$ cat src/include/rate_limiter_consts.svh
`ifndef RATE_LIMITER_CONSTS_SVH
`define RATE_LIMITER_CONSTS_SVH

// Number of independent stream queues
`define RL_NUM_QUEUES 4

// Stream widths
`define RL_DATA_W 64
`define RL_USER_W 16

// Register bus widths
`define RL_REG_W  32
`define RL_ADDR_W 8

// Register map with one group of three words per queue
`define RL_QUEUE_STRIDE 12
`define RL_OFS_SW_RST   0
`define RL_OFS_LIMIT_EN 4
`define RL_OFS_GAP      8

`endif
$ cat src/rate_limiter_pkg.sv
`include "rate_limiter_consts.svh"

package rate_limiter_pkg;

  // Stream payload fields
  typedef logic [`RL_DATA_W-1:0]   data_t;
  typedef logic [`RL_DATA_W/8-1:0] keep_t;
  typedef logic [`RL_USER_W-1:0]   user_t;

  // Register bus words
  typedef logic [`RL_REG_W-1:0]  reg_t;
  typedef logic [`RL_ADDR_W-1:0] addr_t;

  // Idle gap length in clock cycles
  typedef logic [`RL_REG_W-1:0] gap_t;

  // One stream beat
  typedef struct packed {
    data_t tdata;
    keep_t tkeep;
    user_t tuser;
    logic  tlast;
  } axis_beat_t;

  // Per-queue configuration as seen by a limiter
  typedef struct packed {
    logic sw_rst;
    logic limit_en;
    gap_t gap;
  } queue_cfg_t;

  typedef struct packed {
    logic  psel;
    logic  penable;
    logic  pwrite;
    addr_t paddr;
    reg_t  pwdata;
  } apb_req_t;

  typedef struct packed {
    logic pready;
    reg_t prdata;
    logic pslverr;
  } apb_rsp_t;

  // Limiter FSM
  typedef enum logic [1:0] {
    ST_PASS  = 2'd0,
    ST_GAP   = 2'd1,
    ST_FLUSH = 2'd2
  } lim_state_t;

endpackage

$ cat src/osnt_rate_limiter_top.sv
`include "rate_limiter_consts.svh"

module osnt_rate_limiter_top
  import rate_limiter_pkg::*;
(
  input  logic                      axis_aclk,
  input  logic                      rst,

  // Register bus
  input  apb_req_t                  apb_req,
  output apb_rsp_t                  apb_rsp,

  // Input streams, one per queue
  input  axis_beat_t                s_beat  [`RL_NUM_QUEUES],
  input  logic [`RL_NUM_QUEUES-1:0] s_valid,
  output logic [`RL_NUM_QUEUES-1:0] s_ready,

  // Output streams, one per queue
  output axis_beat_t                m_beat  [`RL_NUM_QUEUES],
  output logic [`RL_NUM_QUEUES-1:0] m_valid,
  input  logic [`RL_NUM_QUEUES-1:0] m_ready
);

  queue_cfg_t cfg [`RL_NUM_QUEUES];

  rate_limiter_regs i_regs (
    .axis_aclk (axis_aclk),
    .rst       (rst),
    .apb_req   (apb_req),
    .apb_rsp   (apb_rsp),
    .cfg       (cfg)
  );

  // One limiter per queue, each driven by its own register group
  for (genvar q = 0; q < `RL_NUM_QUEUES; q++) begin : g_queue
    rate_limiter i_limiter (
      .axis_aclk (axis_aclk),
      .rst       (rst),
      .cfg       (cfg[q]),
      .s_beat    (s_beat[q]),
      .s_valid   (s_valid[q]),
      .s_ready   (s_ready[q]),
      .m_beat    (m_beat[q]),
      .m_valid   (m_valid[q]),
      .m_ready   (m_ready[q])
    );
  end

endmodule

$ cat src/rate_limiter.sv
module rate_limiter
  import rate_limiter_pkg::*;
(
  input  logic       axis_aclk,
  input  logic       rst,
  input  queue_cfg_t cfg,
  input  axis_beat_t s_beat,
  input  logic       s_valid,
  output logic       s_ready,
  output axis_beat_t m_beat,
  output logic       m_valid,
  input  logic       m_ready
);

  lim_state_t state_q;
  lim_state_t state_d;
  lim_state_t state;
  gap_t       gap_cnt_q;
  gap_t       gap_cnt_d;
  logic       xfer;
  logic       pkt_end;
  logic       gap_start;

  // Software reset overrides the stored state in the same cycle;
  // the register then holds ST_FLUSH for one cycle after it drops
  assign state = cfg.sw_rst ? ST_FLUSH : state_q;

  // Beat handshake and end of packet
  assign xfer      = s_valid && s_ready;
  assign pkt_end   = xfer && s_beat.tlast;
  assign gap_start = pkt_end && cfg.limit_en && (cfg.gap != '0);

  // Payload is never stored and flows straight through
  assign m_beat = s_beat;

  // Stream path gating
  always_comb begin
    case (state)
      ST_PASS: begin
        m_valid = s_valid;
        s_ready = m_ready;
      end
      ST_GAP: begin
        m_valid = 1'b0;
        s_ready = 1'b0;
      end
      ST_FLUSH: begin
        // Sink everything, emit nothing
        m_valid = 1'b0;
        s_ready = 1'b1;
      end
      default: begin
        m_valid = 1'b0;
        s_ready = 1'b0;
      end
    endcase
  end

  // Next state and gap counter
  always_comb begin
    state_d   = state;
    gap_cnt_d = gap_cnt_q;
    case (state)
      ST_PASS: begin
        if (gap_start) begin
          state_d   = ST_GAP;
          gap_cnt_d = cfg.gap;
        end
      end
      ST_GAP: begin
        // Runs to completion even if limit_en is cleared meanwhile
        if (gap_cnt_q <= gap_t'(1)) begin
          state_d   = ST_PASS;
          gap_cnt_d = '0;
        end else begin
          gap_cnt_d = gap_cnt_q - gap_t'(1);
        end
      end
      ST_FLUSH: begin
        gap_cnt_d = '0;
        state_d   = cfg.sw_rst ? ST_FLUSH : ST_PASS;
      end
      default: begin
        state_d   = ST_PASS;
        gap_cnt_d = '0;
      end
    endcase
  end

  always_ff @(posedge axis_aclk) begin
    if (rst) begin
      state_q   <= ST_PASS;
      gap_cnt_q <= '0;
    end else begin
      state_q   <= state_d;
      gap_cnt_q <= gap_cnt_d;
    end
  end

endmodule

$ cat src/rate_limiter_regs.sv
`include "rate_limiter_consts.svh"

module rate_limiter_regs
  import rate_limiter_pkg::*;
(
  input  logic       axis_aclk,
  input  logic       rst,
  input  apb_req_t   apb_req,
  output apb_rsp_t   apb_rsp,
  output queue_cfg_t cfg [`RL_NUM_QUEUES]
);

  localparam int NQ     = `RL_NUM_QUEUES;
  localparam int QIDX_W = (NQ > 1) ? $clog2(NQ) : 1;

  logic              access;
  logic              wr_en;
  logic              hit;
  logic              hit_sw_rst;
  logic              hit_limit_en;
  logic              hit_gap;
  logic [QIDX_W-1:0] hit_q;
  reg_t              rd_data;

  // Access phase of an APB transfer
  assign access = apb_req.psel && apb_req.penable;

  // Address decode
  // Only exact word addresses match, so unaligned ones fall out as unmapped
  always_comb begin
    hit_sw_rst   = 1'b0;
    hit_limit_en = 1'b0;
    hit_gap      = 1'b0;
    hit_q        = '0;
    for (int q = 0; q < NQ; q++) begin
      if (apb_req.paddr == addr_t'(q * `RL_QUEUE_STRIDE + `RL_OFS_SW_RST)) begin
        hit_sw_rst = 1'b1;
        hit_q      = QIDX_W'(q);
      end
      if (apb_req.paddr == addr_t'(q * `RL_QUEUE_STRIDE + `RL_OFS_LIMIT_EN)) begin
        hit_limit_en = 1'b1;
        hit_q        = QIDX_W'(q);
      end
      if (apb_req.paddr == addr_t'(q * `RL_QUEUE_STRIDE + `RL_OFS_GAP)) begin
        hit_gap = 1'b1;
        hit_q   = QIDX_W'(q);
      end
    end
  end

  assign hit   = hit_sw_rst || hit_limit_en || hit_gap;
  assign wr_en = access && apb_req.pwrite && hit;

  // Read mux with the flag registers zero-extended
  always_comb begin
    rd_data = '0;
    if (hit_sw_rst) begin
      rd_data = reg_t'(cfg[hit_q].sw_rst);
    end
    if (hit_limit_en) begin
      rd_data = reg_t'(cfg[hit_q].limit_en);
    end
    if (hit_gap) begin
      rd_data = reg_t'(cfg[hit_q].gap);
    end
  end

  // No wait states on this bus
  assign apb_rsp.pready  = 1'b1;
  assign apb_rsp.prdata  = access ? rd_data : '0;
  assign apb_rsp.pslverr = access && !hit;

  // Register storage
  // Writes land on the edge that closes the access cycle
  always_ff @(posedge axis_aclk) begin
    if (rst) begin
      for (int q = 0; q < NQ; q++) begin
        cfg[q] <= '0;
      end
    end else if (wr_en) begin
      if (hit_sw_rst) begin
        cfg[hit_q].sw_rst <= apb_req.pwdata[0];
      end
      if (hit_limit_en) begin
        cfg[hit_q].limit_en <= apb_req.pwdata[0];
      end
      if (hit_gap) begin
        cfg[hit_q].gap <= gap_t'(apb_req.pwdata);
      end
    end
  end

endmodule

$ cat config.mk
export PLATFORM = sky130hd
export DESIGN_NAME = osnt_rate_limiter_top
export DESIGN_NICKNAME = d
export VERILOG_FILES = /design/src/rate_limiter_pkg.sv /design/src/osnt_rate_limiter_top.sv /design/src/rate_limiter.sv /design/src/rate_limiter_regs.sv
export VERILOG_INCLUDE_DIRS = /design/src /design/src/include
export SDC_FILE = /design/constraint.sdc
export NUM_CORES = 1
export LEC_CHECK = 0
export BUFFER_PORTS_ARGS = -buffer_cell sky130_fd_sc_hd__buf_2
export CORE_AREA = 2 2 310 312
export CTS_CLUSTER_DIAMETER = 60
export DETAILED_ROUTE_END_ITERATION = 12
export DIE_AREA = 0 0 312 314
export HOLD_SLACK_MARGIN = 0.03
export PLACE_DENSITY_LB_ADDON = 0.2
export REMOVE_ABC_BUFFERS = 1
export SLEW_MARGIN = 20
export SYNTH_ARGS = -nofsm -noshare
export SYNTH_HDL_FRONTEND = slang
export SYNTH_SLANG_ARGS = --single-unit
$ cat constraint.sdc
create_clock -name axis_aclk -period 7 [get_ports axis_aclk]
set_input_delay 1.05 -clock axis_aclk [delete_from_list [all_inputs] [get_ports axis_aclk]]
set_output_delay 1.05 -clock axis_aclk [all_outputs]
set_load 0.02 [all_outputs]
==> flow_summary_export.csv, run 1 <==
group,metric,value,unit
timing,setup_slack,1.974,ns
place,numPortBuffers,101,
yosys,synth-edff-count,0,
die,start_util,0.1825,
routing,vias,19350,
global_route,grt_pass1_wl,271500,um
worst_setup_path,path_depth,7,
yosys,synth-async-reset-ratio,0,
finish,final_cell_area,18340,sq um
die,num_io_pins,807,
worst_setup_path,cp_top_family,"compound AO/OA/AOI/OAI gates",
worst_setup_path,start_kind,"input port",
timing,rsz0062_at_grt,"no",
yosys,synth_cells,2300,
worst_setup_path,endpoint,"apb_rsp[1]",
cts,cts_inserted_buffers,48,
global_route,antenna_found_initial,4,
worst_hold_path,hp-class,"flop to flop",
timing,setup_violations,0,
die,die-area,97970,sq um
yosys,yosysSeqAreaShare,0.3159,
die,dieHeight,314,um
yosys,yosys_warnings,0,
pwr,p_per_area,232.1,nW/um^2
worst_setup_path,crit_slowest_cell,"nor4_2",
yosys,syn_area_per_cell,7.495,sq um
worst_setup_path,reg2reg_depth,6,
cts,postCtsSetupRepairBufs,0,
timing,worst_clock_skew,0.02473,ns
cts,clock-root-buffer,"clkbuf_16",
timing,tightest_slew,1.173,ns
routing,viasPerCell,5.814,
place,placed_area,16650,sq um
die,die_width,312,um
job,drv_cap,0,
finish,area_growth,6.387,%
die,rows,113,
worst_setup_path,required,5.95,ns
timing,post-route-period-util,0.7181,
yosys,synth-seq-cells,272,
pwr,finalPower,4.256,mW
cts,htree_levels,2,
worst_setup_path,path_class,"input port to output port",
global_route,grt.total_usage,0.4581,
cts,clock-sinks,272,
routing,wl,232400,um
finish,fill_cells,10670,
global_route,grt_pass1_vias,16770,
timing,maxSlewHeadroom,0.2109,
pwr,peakVddDrop,161.4,uV
yosys,syn-cell-area,17240,sq um
timing,fin_crit,5.026,ns
worst_setup_path,r2r_setup_slack,2.95,ns
routing,drt_first_pass_iters,9,
worst_setup_path,path_max_fanout,11,
worst_setup_path,crit_start,"apb_req[33]",
worst_setup_path,cp.arrival,3.98,ns
worst_setup_path,reg2reg_from,"i_regs.cfg[27]$_SDFFE_PP0P_",
cts,clkTransAtPathRegs,0.05,ns
cts,cts_tree,"built",
die,coreArea,94450,sq um
timing,finalHoldViolCount,0,
routing,drt_iter0_drc,2401,
cts,clk_path_buf_depth,3,
run_status,status,"finished clean",
worst_setup_path,cp_cell_sequence,"buf_2 -> nor4_2 -> nand2_1 -> a21oi_1 -> o221ai_1 -> o311ai_0 -> buf_2",
global_route,grt.overflow.total,0,
place,pre_cts_slack,1.852,ns
worst_setup_path,path_buf_inv,2,
worst_setup_path,slowest_delay,0.78,ns
finish,drive_gt1_frac,0.1426,
cts,cts-resized-gates,0,
routing,drc,0,
yosys,synth_ff_type,"dfxtp_1",
cts,clkLatencyLatePin,0.64,ns
cts,hold_buffers,0,
pwr,p_leak,6.575,nW
worst_setup_path,cpMostUsedCell,"buf_2",
routing,wl_per_cell,69.80,um
yosys,yosysUniqueCellTypes,75,
routing,antenna_left,0,
global_route,grt_max_degree,69,
worst_setup_path,worstReg2RegEnd,"g_queue[3].i_limiter.gap_cnt_q[21]$_SDFFE_PP0P_",
timing,final_max_slew_viol_count,0,
timing,timing.hold.ws,0.4591,ns
worst_setup_path,worstSetupEndpointType,"output port",
place,hpwl,207600,um
timing,fmax,198.9,MHz
timing,fin_tns_setup,0,ns
finish,final_nets,2441,
place,place_congestion,1.447,
stage by stage:
step,std cells,utilization
floorplan,1810,-
global placement,3239,0.1762
detailed placement,3239,0.1762
CTS,3326,0.1938
global route,3326,0.1941
finish,3329,0.1942
per-layer routing:
| layer | share of wire | vias to the layer above | wire length [um] | GRT usage |
|---|---|---|---|---|
| met1 | 0.21 | 9263 | 48610 | 0.2714 |
| met5 | 0.014 | - | 3240 | 0.2500 |
| met3 | 0.22 | 607 | 51340 | 0.4721 |
| met4 | 0.15 | 54 | 35820 | 0.5570 |
| met2 | 0.40 | 2034 | 93350 | 0.6570 |
| li1 | - | 7396 | - | - |
kinds of logic after synthesis:
kind of cell,count (synthesis),share of synthesized area
xor+xnor,21,0.01067
mux,9,0.005371
compound gates,587,0.2252
fa+ha+maj,8,0.005807
buf+inv,534,0.1965
other cells,1,0.0002175
simple gates,868,0.2403
flops,272,0.3159
worst min path at each step:
| stage | from | endpoint | slack, ns | cells after the start |
|---|---|---|---|---|
| after floorplan | g_queue[1].i_limiter.gap_cnt_q[15]$_SDFFE_PP0P_ | g_queue[1].i_limiter.gap_cnt_q[15]$_SDFFE_PP0P_ | 0.42 | 1 |
| after global placement | g_queue[1].i_limiter.gap_cnt_q[15]$_SDFFE_PP0P_ | g_queue[1].i_limiter.gap_cnt_q[15]$_SDFFE_PP0P_ | 0.44 | 1 |
| after detailed placement | g_queue[1].i_limiter.gap_cnt_q[15]$_SDFFE_PP0P_ | g_queue[1].i_limiter.gap_cnt_q[15]$_SDFFE_PP0P_ | 0.44 | 1 |
| after CTS | g_queue[0].i_limiter.gap_cnt_q[28]$_SDFFE_PP0P_ | g_queue[0].i_limiter.gap_cnt_q[28]$_SDFFE_PP0P_ | 0.46 | 1 |
| after global routing | g_queue[0].i_limiter.gap_cnt_q[28]$_SDFFE_PP0P_ | g_queue[0].i_limiter.gap_cnt_q[28]$_SDFFE_PP0P_ | 0.47 | 1 |
| final | g_queue[0].i_limiter.gap_cnt_q[28]$_SDFFE_PP0P_ | g_queue[0].i_limiter.gap_cnt_q[28]$_SDFFE_PP0P_ | 0.46 | 1 |
cells in the final DEF, fill, tap and decap left out, drive strengths merged, types with 49 or more instances in the layout:
cell type / count
nand2: 404
dfxtp: 272
a21oi: 232
buf: 164
nor2: 120
o21ai: 85
nor4: 75
nor3: 65
clkbuf: 64
inv: 49
flip-flops by register name, indices dropped and copies added, names as in the netlist:
signal and cells:
g_queue.i_limiter.gap_cnt_q 128, i_regs.cfg 136, g_queue.i_limiter.state_q 8
synth_stat cells, drive strengths merged (27+ instances only):
cell / n / area [sq um]
or3: 31 / 193.9
dfxtp: 272 / 5445
nand3: 37 / 185.2
buf: 378 / 2801
inv: 44 / 165.2
nand2: 404 / 1516
a222oi: 31 / 310.3
nor2: 120 / 450.4
nor3: 65 / 325.3
a22oi: 27 / 202.7
or4: 27 / 210.2
nor4: 75 / 524.3
a21oi: 232 / 1161
o21ai: 85 / 425.4
clkbuf: 112 / 420.4
power by group:
group / switching (mW) / total, mW / leakage (nW) / internal (mW)
Clock: 1.01 / 2.57 / 0.798 / 1.56
Combinational: 0.105 / 0.136 / 3.59 / 0.0312
Sequential: 0.000716 / 1.55 / 2.19 / 1.55
cell type report:
type / instances / area [sq um] / area share
repair buffers: 164 / 984.7 / 0.05369
diodes: 3 / 7.507 / 0.0004094
clock buffers: 64 / 1373 / 0.07485
clock inverters: 23 / 289.0 / 0.01576
multi-input cells: 1494 / 8492 / 0.4631
well taps: 1265 / 1583 / 0.08631
flip-flops and latches: 272 / 5445 / 0.2969
inverters: 44 / 165.2 / 0.009006
Note: power is estimated with default switching activity, not from simulation.
==> run 2, diff against run 1 <==
--- a/config.mk
+++ b/config.mk
@@ -7,10 +7,10 @@
 export NUM_CORES = 1
 export LEC_CHECK = 0
 export BUFFER_PORTS_ARGS = -buffer_cell sky130_fd_sc_hd__buf_2
-export CORE_AREA = 2 2 310 312
+export CORE_AREA = 2 2 315 317
 export CTS_CLUSTER_DIAMETER = 60
 export DETAILED_ROUTE_END_ITERATION = 12
-export DIE_AREA = 0 0 312 314
+export DIE_AREA = 0 0 317 319
 export HOLD_SLACK_MARGIN = 0.03
 export PLACE_DENSITY_LB_ADDON = 0.2
 export REMOVE_ABC_BUFFERS = 1
==> constraint.sdc (replaced) <==
create_clock -name axis_aclk -period 4.4 [get_ports axis_aclk]
set_input_delay 0.66 -clock axis_aclk [delete_from_list [all_inputs] [get_ports axis_aclk]]
set_output_delay 0.66 -clock axis_aclk [all_outputs]
set_load 0.02 [all_outputs]
==> flow_summary_export.csv, run 2 (synthesis results as in run 1) <==
group,metric,value,unit
run_status,status,"finished clean",
timing,setup_slack,0.7583,ns
worst_setup_path,endpoint,"apb_rsp[12]",
timing,fin_crit,3.642,ns
worst_setup_path,path_class,"input port to output port",
worst_setup_path,r2r_setup_slack,0.82,ns
place,place_congestion,1.409,
worst_setup_path,reg2reg_depth,6,
worst_setup_path,required,3.74,ns
cts,clock-root-buffer,"clkbuf_16",
routing,drt_first_pass_iters,8,
finish,final_cell_area,18760,sq um
cts,clk_path_buf_depth,3,
timing,fin_tns_setup,0,ns
finish,largest_reg_flops,136,
die,start_util,0.1764,
place,dpl.cell_count,3282,
pwr,swShare,0.2562,
finish,largest-register,"i_regs.cfg",
cts,htree_levels,2,
routing,drc,0,
finish,fill_cells,10930,
timing,timing.hold.ws,0.2944,ns
worst_setup_path,worstSetupEndpointType,"output port",
timing,tightest_slew,1.098,ns
cts,postCtsSetupRepairBufs,0,
pwr,internal_power,5.459,mW
die,num_io_pins,807,
pwr,peakVddDrop,325.5,uV
finish,layout_commonest_cell,"nand2_1",
global_route,grt_pass1_wl,269300,um
finish,fin_cells,3382,
finish,area_growth,8.848,%
worst_setup_path,start_kind,"input port",
global_route,grt.total_usage,0.4428,
worst_setup_path,path_max_fanout,31,
cts,cts-resized-gates,0,
timing,setup_violations,0,
timing,fmax,274.6,MHz
die,dieHeight,319,um
finish,final_nets,2465,
worst_setup_path,crit_start,"apb_req[33]",
finish,largestRegisters,"i_regs.cfg (136), g_queue.i_limiter.gap_cnt_q (128), g_queue.i_limiter.state_q (8)",
timing,final_max_slew_viol_count,0,
worst_hold_path,hp-class,"input port to flop",
place,pre_cts_slack,0.7920,ns
timing,post-route-period-util,0.8277,
pwr,pwr-share-clk,0.633,
cts,cts_tree,"built",
routing,wl,230600,um
pwr,p_per_area,391.1,nW/um^2
cts,hold_buffers,0,
worst_setup_path,cp.arrival,2.98,ns
place,numPortBuffers,101,
die,rows,115,
place,placed_area,16830,sq um
pwr,finalPower,7.339,mW
routing,antenna_left,0,
place,hpwl,204700,um
worst_hold_path,min_from,"apb_req[25]",
die,coreArea,97700,sq um
global_route,grt_pass1_vias,16830,
job,drv_cap,0,
cts,cts_inserted_buffers,51,
global_route,grt.overflow.total,0,
routing,wl_per_cell,68.17,um
cts,clkLatencyLatePin,0.68,ns
pwr,power_frac_seq,0.336,
finish,regArea,5445,sq um
die,die_width,317,um
routing,drt_iter0_drc,2599,
pwr,p_leak,6.793,nW
routing,viasPerCell,5.706,
finish,final_util,0.1920,
timing,rsz0062_at_grt,"no",
cts,clkTransAtPathRegs,0.06,ns
worst_setup_path,worstReg2RegEnd,"g_queue[0].i_limiter.gap_cnt_q[28]$_SDFFE_PP0P_",
finish,multi_input_area,8474,sq um
pwr,power.switching,1.880,mW
cts,clock-sinks,272,
timing,finalHoldViolCount,0,
pwr,power_frac_comb,0.031,
die,die-area,101100,sq um
routing,vias,19300,
global_route,antenna_found_initial,5,
finish,drive_gt1_frac,0.1535,
worst_setup_path,reg2reg_from,"g_queue[0].i_limiter.gap_cnt_q[4]$_SDFFE_PP0P_",
timing,maxSlewHeadroom,0.2576,
finish,layout_common_cells,"nand2_1, dfxtp_1, a21oi_1",
timing,worst_clock_skew,0.03009,ns
global_route,grt_max_degree,53,
==> run 2: changes by cell type in the layout (fill, tap and decap cells not counted), moves of 2 or more <==
cell        change
inv_6           -2
buf_4          +21
bufinv_16       +7
clkinv_2        +4
clkbuf_8        -5
clkinvlp_4      +2
clkbuf_1        -2
clkbuf_16       +3
==> run 2: worst min-delay path by stage <==
| stage | end | depth (start not counted) |
|---|---|---|
| after floorplan | g_queue[1].i_limiter.gap_cnt_q[15]$_SDFFE_PP0P_ | 1 |
| after global placement | g_queue[1].i_limiter.gap_cnt_q[15]$_SDFFE_PP0P_ | 1 |
| after detailed placement | g_queue[0].i_limiter.gap_cnt_q[28]$_SDFFE_PP0P_ | 1 |
| after CTS | i_regs.cfg[59]$_SDFFE_PP0P_ | 3 |
| after global routing | i_regs.cfg[93]$_SDFFE_PP0P_ | 3 |
| final | i_regs.cfg[93]$_SDFFE_PP0P_ | 3 |
==> run 2: final cells by class <==
cell class,instances,area share
Inverter,44,0.008802
Sequential cell,272,0.2902
Multi-Input combinational cell,1494,0.4517
Clock inverter,36,0.02901
Clock buffer,60,0.07309
Tap cell,1287,0.08582
Antenna cell,4,0.0005335
Timing Repair Buffer,185,0.06088
==> run 2: layer usage <==
layer | wire, um | GRT usage | vias up
li1 | - | - | 7446
met1 | 46000 | 0.2539 | 9103
met2 | 91460 | 0.6195 | 2120
met3 | 52700 | 0.4663 | 571
met4 | 36240 | 0.5486 | 58
met5 | 4148 | 0.3119 | -
==> run 2: worst max-delay path: stages <==
cell,delay (ns)
buf_2,0.10
nor4_2,0.45
buf_4,0.24
and2_1,0.13
buf_4,0.40
a222oi_1,0.19
a21oi_1,0.50
buf_2,0.28
==> run 2: power by group through the flow <==
stage	sequential [mW]	clock [mW]	combinational, mW
detailed placement	2.52	0	0.226
global route	2.46	4.75	0.237
CTS	2.47	4.66	0.227
global placement	2.52	0	0.226
finish	2.47	4.64	0.231
floorplan	2.52	0	0.0594
